[src/logic/corePkg.sv]
// Core package with widths, opcodes, reset PC and the pipeline stage payloads
`default_nettype none

package corePkg;

	localparam int dataWidth = 32;
	localparam int instrWidth = 16;
	localparam int regCount = 16;
	localparam int regIdWidth = 4;

	localparam logic [regIdWidth-1:0] zeroReg = 4'd0;    // Reads zero, writes dropped
	localparam logic [dataWidth-1:0] resetPc = 32'd0;
	localparam logic [dataWidth-1:0] pcStep = 32'd2;     // One 16-bit word per step

	// Opcode field is instr[15:12]; unlisted codes decode as NOP
	typedef enum logic [3:0]
	{
		NOP  = 4'd0,
		ADD  = 4'd1,
		SUB  = 4'd2,
		AND  = 4'd3,
		OR   = 4'd4,
		XOR  = 4'd5,
		MOVI = 4'd6,
		ADDI = 4'd7,
		BRA  = 4'd8,
		BZ   = 4'd9
	} opcode_t;

	// Fetch to decode
	typedef struct packed
	{
		logic [dataWidth-1:0] pc;
		logic [instrWidth-1:0] instr;
	} fetchWord_t;

	// Decode to register read
	typedef struct packed
	{
		logic [dataWidth-1:0] pc;
		opcode_t op;
		logic [regIdWidth-1:0] destReg;
		logic writesDest;
		logic [regIdWidth-1:0] srcA;    // zeroReg when unused
		logic [regIdWidth-1:0] srcB;
		logic [dataWidth-1:0] imm;      // Already sign-extended
		logic isBranch;
	} decodedOp_t;

	// Register read to EX1, sources now carry values
	typedef struct packed
	{
		logic [dataWidth-1:0] pc;
		opcode_t op;
		logic [regIdWidth-1:0] destReg;
		logic writesDest;
		logic [dataWidth-1:0] valA;
		logic [dataWidth-1:0] valB;
		logic [dataWidth-1:0] imm;
		logic isBranch;
	} execOp_t;

	// EX1 to EX2 and write-back
	typedef struct packed
	{
		logic [regIdWidth-1:0] destReg;
		logic writesDest;
		logic [dataWidth-1:0] result;
	} wbOp_t;

endpackage

`default_nettype wire

[src/logic/pipeStage.sv]
// Pipeline stage register carrying one payload and its valid flag, with hold and kill
`default_nettype none

module pipeStage #(
	parameter type payload_t = logic
) (
	input  logic     clock,
	input  logic     reset,
	input  logic     hold,      // Keep current contents
	input  logic     kill,      // Load a bubble
	input  payload_t dIn,
	input  logic     dValid,
	output payload_t q,
	output logic     qValid
);

	// Hold wins over kill
	always_ff @(posedge clock)
	begin
		if (reset)
			qValid <= 1'b0;
		else if (!hold)
			qValid <= dValid && !kill;
	end

	always_ff @(posedge clock)
	begin
		if (!hold)
			q <= dIn;    // Payload is don't-care while invalid
	end

endmodule

`default_nettype wire

[src/logic/fetchUnit.sv]
// Fetch unit holding the PC, stepping or redirecting it and pairing it with the fetched word
`default_nettype none

module fetchUnit (
	input  logic                            clock,
	input  logic                            reset,
	input  logic                            hold,
	input  logic                            redirect,
	input  logic [corePkg::dataWidth-1:0]   target,
	output logic [corePkg::dataWidth-1:0]   instrAddr,
	input  logic [corePkg::instrWidth-1:0]  instrData,
	output corePkg::fetchWord_t             fetched
);

	logic [corePkg::dataWidth-1:0] pc;

	always_ff @(posedge clock)
	begin
		if (reset)
			pc <= corePkg::resetPc;
		else if (hold)
			pc <= pc;    // Stalled, same address again next cycle
		else if (redirect)
			pc <= target;
		else
			pc <= pc + corePkg::pcStep;
	end

	assign instrAddr = pc;

	// Port answers in the same cycle
	assign fetched.pc = pc;
	assign fetched.instr = instrData;

endmodule

`default_nettype wire

[src/logic/instrDecoder.sv]
// Instruction decoder producing operation, register numbers, immediate and branch flag
`default_nettype none

module instrDecoder (
	input  corePkg::fetchWord_t word,
	output corePkg::decodedOp_t decoded
);

	logic [3:0] rawOp;
	logic [corePkg::regIdWidth-1:0] rn;
	logic [corePkg::regIdWidth-1:0] rm;
	logic [corePkg::regIdWidth-1:0] ro;
	logic [corePkg::dataWidth-1:0] imm8;
	logic [corePkg::dataWidth-1:0] imm12;

	assign rawOp = word.instr[15:12];
	assign rn = word.instr[11:8];
	assign rm = word.instr[7:4];
	assign ro = word.instr[3:0];
	assign imm8 = {{(corePkg::dataWidth-8){word.instr[7]}}, word.instr[7:0]};
	assign imm12 = {{(corePkg::dataWidth-12){word.instr[11]}}, word.instr[11:0]};

	always_comb
	begin
		decoded.pc = word.pc;
		decoded.op = corePkg::NOP;
		decoded.destReg = corePkg::zeroReg;
		decoded.writesDest = 1'b0;
		decoded.srcA = corePkg::zeroReg;    // Unused sources never interlock
		decoded.srcB = corePkg::zeroReg;
		decoded.imm = imm8;
		decoded.isBranch = 1'b0;

		case (rawOp)
			4'd1, 4'd2, 4'd3, 4'd4, 4'd5:
			begin
				// rn = rm op ro
				decoded.op = corePkg::opcode_t'(rawOp);
				decoded.destReg = rn;
				decoded.writesDest = 1'b1;
				decoded.srcA = rm;
				decoded.srcB = ro;
			end
			4'd6:
			begin
				decoded.op = corePkg::MOVI;
				decoded.destReg = rn;
				decoded.writesDest = 1'b1;
			end
			4'd7:
			begin
				decoded.op = corePkg::ADDI;
				decoded.destReg = rn;
				decoded.writesDest = 1'b1;
				decoded.srcA = rn;    // Reads its own destination
			end
			4'd8:
			begin
				decoded.op = corePkg::BRA;
				decoded.imm = imm12;
				decoded.isBranch = 1'b1;
			end
			4'd9:
			begin
				decoded.op = corePkg::BZ;
				decoded.srcA = rn;    // Tested against zero
				decoded.isBranch = 1'b1;
			end
			default:
			begin
				decoded.op = corePkg::NOP;
			end
		endcase
	end

endmodule

`default_nettype wire

[src/logic/regFile.sv]
// Register file with sixteen registers, two read ports, one write port and write-through
`default_nettype none

module regFile (
	input  logic                             clock,
	input  logic                             reset,
	input  logic [corePkg::regIdWidth-1:0]   readA,
	input  logic [corePkg::regIdWidth-1:0]   readB,
	output logic [corePkg::dataWidth-1:0]    valueA,
	output logic [corePkg::dataWidth-1:0]    valueB,
	input  corePkg::wbOp_t                   write,
	input  logic                             writeEnable
);

	logic [corePkg::dataWidth-1:0] regs [corePkg::regCount];

	always_ff @(posedge clock)
	begin
		if (reset)
		begin
			for (int i = 0; i < corePkg::regCount; i++)
				regs[i] <= '0;
		end
		else if (writeEnable && write.destReg != corePkg::zeroReg)
			regs[write.destReg] <= write.result;
	end

	// Same-cycle write is seen by the reader, so EX2 needs no interlock
	always_comb
	begin
		if (readA == corePkg::zeroReg)
			valueA = '0;
		else if (writeEnable && write.destReg == readA)
			valueA = write.result;
		else
			valueA = regs[readA];

		if (readB == corePkg::zeroReg)
			valueB = '0;
		else if (writeEnable && write.destReg == readB)
			valueB = write.result;
		else
			valueB = regs[readB];
	end

endmodule

`default_nettype wire

[src/logic/pipeControl.sv]
// Pipeline control for fetch stalls, the register interlock and branch squash
`default_nettype none

module pipeControl (
	input  logic                 fetchReady,
	input  corePkg::decodedOp_t  readOp,
	input  logic                 readValid,
	input  corePkg::execOp_t     execOp,
	input  logic                 execValid,
	input  logic                 branchTaken,
	output logic                 holdAll,
	output logic                 holdFront,
	output logic                 bubble,
	output logic                 squash
);

	logic destPending;
	logic interlock;

	// EX1 result not yet in the register file
	assign destPending = execValid && execOp.writesDest &&
		(execOp.destReg != corePkg::zeroReg);

	assign interlock = readValid && destPending &&
		((readOp.srcA == execOp.destReg) || (readOp.srcB == execOp.destReg));

	assign holdAll = !fetchReady;    // Freezes every stage and the PC
	assign squash = execValid && branchTaken;

	// Branch in EX1 beats the interlock, fetch stall beats both
	assign holdFront = holdAll || (interlock && !squash);
	assign bubble = squash || interlock;

endmodule

`default_nettype wire

[src/logic/execUnit.sv]
// Execute unit computing the ALU result, branch decision and branch target
`default_nettype none

module execUnit (
	input  corePkg::execOp_t               op,
	output corePkg::wbOp_t                 result,
	output logic                           branchTaken,
	output logic [corePkg::dataWidth-1:0]  branchTarget
);

	logic [corePkg::dataWidth-1:0] aluOut;

	always_comb
	begin
		case (op.op)
			corePkg::ADD:  aluOut = op.valA + op.valB;
			corePkg::SUB:  aluOut = op.valA - op.valB;
			corePkg::AND:  aluOut = op.valA & op.valB;
			corePkg::OR:   aluOut = op.valA | op.valB;
			corePkg::XOR:  aluOut = op.valA ^ op.valB;
			corePkg::MOVI: aluOut = op.imm;
			corePkg::ADDI: aluOut = op.valA + op.imm;
			default:       aluOut = '0;
		endcase
	end

	// BZ tests rn, which decode placed in srcA
	always_comb
	begin
		branchTaken = 1'b0;
		if (op.isBranch)
		begin
			if (op.op == corePkg::BRA)
				branchTaken = 1'b1;
			else if (op.op == corePkg::BZ)
				branchTaken = (op.valA == '0);
		end
	end

	// Offset counts 16-bit words from the next instruction
	assign branchTarget = op.pc + corePkg::pcStep + {op.imm[corePkg::dataWidth-2:0], 1'b0};

	assign result.destReg = op.destReg;
	assign result.writesDest = op.writesDest;
	assign result.result = aluOut;

endmodule

`default_nettype wire

[src/logic/coreTop.sv]
// Five-stage core top level connecting fetch, decode, register read, execute and write-back
`default_nettype none

module coreTop (
	input  logic                             clock,
	input  logic                             reset,
	output logic [corePkg::dataWidth-1:0]    instrAddr,
	input  logic [corePkg::instrWidth-1:0]   instrData,
	input  logic                             instrReady,
	output logic                             wbValid,
	output logic [corePkg::regIdWidth-1:0]   wbReg,
	output logic [corePkg::dataWidth-1:0]    wbValue
);

	corePkg::fetchWord_t fetched;
	corePkg::fetchWord_t fetchQ;
	logic fetchValid;
	corePkg::decodedOp_t decoded;
	corePkg::decodedOp_t readQ;
	logic readValid;
	logic [corePkg::dataWidth-1:0] valA;
	logic [corePkg::dataWidth-1:0] valB;
	corePkg::execOp_t execIn;
	corePkg::execOp_t execQ;
	logic execValid;
	corePkg::wbOp_t execResult;
	corePkg::wbOp_t wbQ;
	logic wbQValid;
	logic branchTaken;
	logic [corePkg::dataWidth-1:0] branchTarget;
	logic holdAll;
	logic holdFront;
	logic bubble;
	logic squash;
	logic commit;

	fetchUnit fetchUnit_inst (
		.clock(clock), .reset(reset),
		.hold(holdFront), .redirect(squash), .target(branchTarget),
		.instrAddr(instrAddr), .instrData(instrData), .fetched(fetched)
	);

	// Stage A, fetch to decode
	pipeStage #(.payload_t(corePkg::fetchWord_t)) stageA_inst (
		.clock(clock), .reset(reset), .hold(holdFront), .kill(squash),
		.dIn(fetched), .dValid(1'b1), .q(fetchQ), .qValid(fetchValid)
	);

	instrDecoder instrDecoder_inst (.word(fetchQ), .decoded(decoded));

	// Stage B, decode to register read
	pipeStage #(.payload_t(corePkg::decodedOp_t)) stageB_inst (
		.clock(clock), .reset(reset), .hold(holdFront), .kill(squash),
		.dIn(decoded), .dValid(fetchValid), .q(readQ), .qValid(readValid)
	);

	regFile regFile_inst (
		.clock(clock), .reset(reset),
		.readA(readQ.srcA), .readB(readQ.srcB), .valueA(valA), .valueB(valB),
		.write(wbQ), .writeEnable(commit)
	);

	assign execIn = '{pc: readQ.pc, op: readQ.op, destReg: readQ.destReg,
		writesDest: readQ.writesDest, valA: valA, valB: valB, imm: readQ.imm,
		isBranch: readQ.isBranch};

	// Stage C, register read to EX1
	pipeStage #(.payload_t(corePkg::execOp_t)) stageC_inst (
		.clock(clock), .reset(reset), .hold(holdAll), .kill(bubble),
		.dIn(execIn), .dValid(readValid), .q(execQ), .qValid(execValid)
	);

	execUnit execUnit_inst (
		.op(execQ), .result(execResult),
		.branchTaken(branchTaken), .branchTarget(branchTarget)
	);

	// Stage D, EX1 to write-back
	pipeStage #(.payload_t(corePkg::wbOp_t)) stageD_inst (
		.clock(clock), .reset(reset), .hold(holdAll), .kill(1'b0),
		.dIn(execResult), .dValid(execValid), .q(wbQ), .qValid(wbQValid)
	);

	pipeControl pipeControl_inst (
		.fetchReady(instrReady),
		.readOp(readQ), .readValid(readValid),
		.execOp(execQ), .execValid(execValid), .branchTaken(branchTaken),
		.holdAll(holdAll), .holdFront(holdFront), .bubble(bubble), .squash(squash)
	);

	// Write lands only on the edge where stage D moves on
	assign commit = wbQValid && !holdAll && wbQ.writesDest &&
		(wbQ.destReg != corePkg::zeroReg);

	assign wbValid = commit;
	assign wbReg = wbQ.destReg;
	assign wbValue = wbQ.result;

endmodule

`default_nettype wire

[config.mk]
export PLATFORM = sky130hd
export DESIGN_NAME = coreTop
export DESIGN_NICKNAME = d
export VERILOG_FILES = /design/src/logic/corePkg.sv /design/src/logic/pipeStage.sv /design/src/logic/fetchUnit.sv /design/src/logic/instrDecoder.sv /design/src/logic/regFile.sv /design/src/logic/pipeControl.sv /design/src/logic/execUnit.sv /design/src/logic/coreTop.sv
export SDC_FILE = /design/constraint.sdc
export NUM_CORES = 2
export LEC_CHECK = 0
export ABC_CLOCK_PERIOD_IN_PS = 4300
export BUFFER_PORTS_ARGS = -buffer_cell sky130_fd_sc_hd__buf_2
export CELL_PAD_IN_SITES_DETAIL_PLACEMENT = 0
export CELL_PAD_IN_SITES_GLOBAL_PLACEMENT = 1
export CORE_MARGIN = 2
export CORE_UTILIZATION = 48
export CTS_CLUSTER_DIAMETER = 80
export DETAILED_ROUTE_END_ITERATION = 8
export GPL_ROUTABILITY_DRIVEN = 0
export HOLD_SLACK_MARGIN = 0.03
export PLACE_DENSITY_LB_ADDON = 0.12
export RECOVER_POWER = 25
export SYNTH_ARGS = -nofsm -noshare
export SYNTH_HDL_FRONTEND = slang
export SYNTH_HIERARCHICAL = 1
export SYNTH_SLANG_ARGS = --single-unit
[constraint.sdc]
create_clock -name clock -period 4.3 [get_ports clock]
set_input_delay 0.215 -clock clock [delete_from_list [all_inputs] [get_ports clock]]
set_output_delay 0.215 -clock clock [all_outputs]
set_load 0.02 [all_outputs]
==> results_dict.tcl <==
set metrics [dict create \
    status "finished with violations" \
    violations "max-capacitance violations, max-slew violations" \
    io_pins 88 \
    clock-sinks 853 \
    nNetsFinal 3780 \
    critPathArrivalTime_ps 4660 \
    synth_edf_count 817 \
    clk_path_buf_depth 3 \
    port_buffers 87 \
    antenna_found_initial 1 \
    cap_violations 3 \
    synth_area_leader_cell "edfxtp_1" \
    power.leakage_nw 19.2 \
    final.period_utilization 0.988 \
    hold_violations 0 \
    cts_tree "done" \
    numCtsBuffers 96 \
    initial_core_util 0.483 \
    power.total_w 0.0214 \
    fp.coreArea_sq_um 98000 \
    insertion_delay_ps 680 \
    slew_headroom -1.10 \
    setup_viol 0 \
    synth_seq_area_share 0.534 \
    max_freq_ghz 0.235 \
    drive_gt1_frac 0.189 \
    finClkSkew_ps 28.4 \
    dr_total_vias 30700 \
    overflow 0 \
    ys_top_cells_by_count "edfxtp_1 (817), and2_1 (495), mux4_2 (256)" \
    firstDrtPassIters 6 \
    dp_hpwl_um 85200 \
    ys_warn_count 6 \
    via_per_inst 6.19 \
    drc 0 \
    rrSetupSlack_ps 50 \
    worst_pin_slew_ps 3150 \
    htree_num_levels 3 \
    whs_endpoint "stageA_inst/q[3]" \
    die_w_um 318 \
    worst_r2r_path_depth 17 \
    die_h_um 318 \
    antenna_left 0 \
    synth.most_common_cell "edfxtp_1" \
    crit_fanout 3 \
    timing.rr.start "stageC_inst/q[42]" \
    vdd_drop_max_v 0.000385 \
    whs_ps 250 \
    rsz0062_at_grt "true" \
    worstSetupStartpointType "register" \
    synthTopCellsByArea "edfxtp_1 (52%), mux4_2 (12%), and2_1 (6.5%)" \
    avgSynthCellArea_sq_um 13.2 \
    synthesis.area_sq_um 47300 \
    antennaDiodeCount 0 \
    min_period_ps 4250 \
    worst_hold_path_type "input pin to register" \
    grt_pass1_vias 31700 \
    dieArea_sq_um 101000 \
    min_from "instrData[3]" \
    critPathKind "register to register" \
    synth_cell_types 96 \
    rows 115 \
    hold_depth 2 \
    end_kind "register" \
    synthFlopType "edfxtp_1" \
    clockRootBuffer "clkbuf_16" \
    clk_pin_slew_ps 60 \
    synth_top_cell_area_share 0.518 \
    power_density_nw_per_um2 410 \
    grt_pass1_wl_um 203000 \
    synth_cells 3577 \
    drt_iter0_markers 3135 \
    slew_viol_final 149 \
    fillers 8267 \
    grtUsageTotal 0.268 \
    grt_max_degree 92 \
    drt_wl_total_um 136000 \
    r2r-end "stageD_inst/q[28]" \
    wl_per_cell_um 27.5 \
    async_flop_share 0 \
    synth-seq-cells 853 \
    crit_required_ps 4710 \
    area_delta_synth_final_pct 10.2 \
]
repair_timing:
action                                  4_1_cts  5_1_grt
endpoints found under the hold margin        24        0
hold buffers                                 18        0
endpoints found under the setup margin        3       19
pin swaps                                     0       21
buffers inserted                              0        9
resized for setup                             2       56
worst max-delay path by stage:
stage                                 start                 to  slack (ps)  cells past startpoint
final                     stageC_inst/q[42]  stageD_inst/q[28]          50                     17
after global routing      stageC_inst/q[42]  stageD_inst/q[28]        -110                     17
after CTS                 stageC_inst/q[34]  stageD_inst/q[21]         -10                     18
after detailed placement  stageC_inst/q[34]  stageD_inst/q[21]        -0.1                     18
after global placement    stageC_inst/q[34]  stageD_inst/q[21]          60                     18
after floorplan           stageC_inst/q[42]  stageD_inst/q[26]         240                     16
where the power goes:
| group | switching (W) | internal (W) |
|---|---|---|
| registers | 0.000539 | 0.00958 |
| clock network | 0.00337 | 0.00455 |
| logic | 0.00190 | 0.00142 |
| total | 0.00582 | 0.0156 |
stage by stage:
step                utilization  cells  setup WS [ps]  area, sq um  setup TNS, ps
finish                    0.532   4960           52.4        52200              0
global placement          0.497   4759           56.0        48700              0
CTS                       0.530   4951          -10.8        51900          -10.8
detailed placement        0.497   4759        -0.0981        48700        -0.0981
global route              0.532   4960           -112        52200           -279
floorplan                     -   3608            240        47400              0
flip-flops by register name, indices dropped and copies added (netlist names):
name                      cells
stageB_inst/qValid            1
fetchUnit_inst/instrAddr     32
stageC_inst/qValid            1
stageA_inst/q                48
regFile_inst/regs           512
stageC_inst/q               138
stageD_inst/qValid            1
stageD_inst/q                37
stageB_inst/q                82
stageA_inst/qValid            1
metal layers:
layer,wire length (um),global-route usage
met2,67400,0.453
met5,9,0
met4,4710,0.0962
met1,55700,0.356
met3,8600,0.0361
critical path, cell delays in order (launching register included):
cell and delay (ps):
edfxtp_1 420, nor4_4 320, nand4_1 170, or3_4 410, or3_4 330, and3_1 180, a221o_1 320, ha_4 240
a21o_1 190, a21oi_2 150, o21bai_1 90, or3_1 360, a21oi_2 130, o41a_1 220, buf_4 150, o21bai_1 80
mux2i_1 160, nand2_1 70
layout make-up:
cell class              count  area, sq um  area share
clock inverters            56          437     0.00837
multi-input cells        2298        20100       0.385
repair buffers            246         1850      0.0354
clock buffers             118         2550      0.0489
inverters                 102          384     0.00737
flip-flops and latches    853        25300       0.484
well taps                1287         1610      0.0309
layout by cell type (no fill, tap or decap), types with 93 or more instances in the layout:
master | synthesis | final
a21oi_1 | 100 | 97
and2_1 | 495 | 487
buf_4 | 117 | 119
clkbuf_16 | 0 | 99
edfxtp_1 | 817 | 817
ha_1 | 162 | 156
inv_1 | 101 | 98
mux4_2 | 256 | 256
nand2_1 | 218 | 217
nor2_1 | 112 | 93
o21ai_0 | 117 | 112
logic make-up after synthesis:
family / after synthesis / synth area share
xor+xnor: 68 / 0.0127
other cells: 3 / 0.000238
fa+ha+maj: 164 / 0.0437
simple gates: 1188 / 0.144
buf+inv: 457 / 0.0518
mux: 338 / 0.139
flops: 853 / 0.534
compound gates: 506 / 0.0750
No activity file was read; power rests on OpenSTA's default activity.
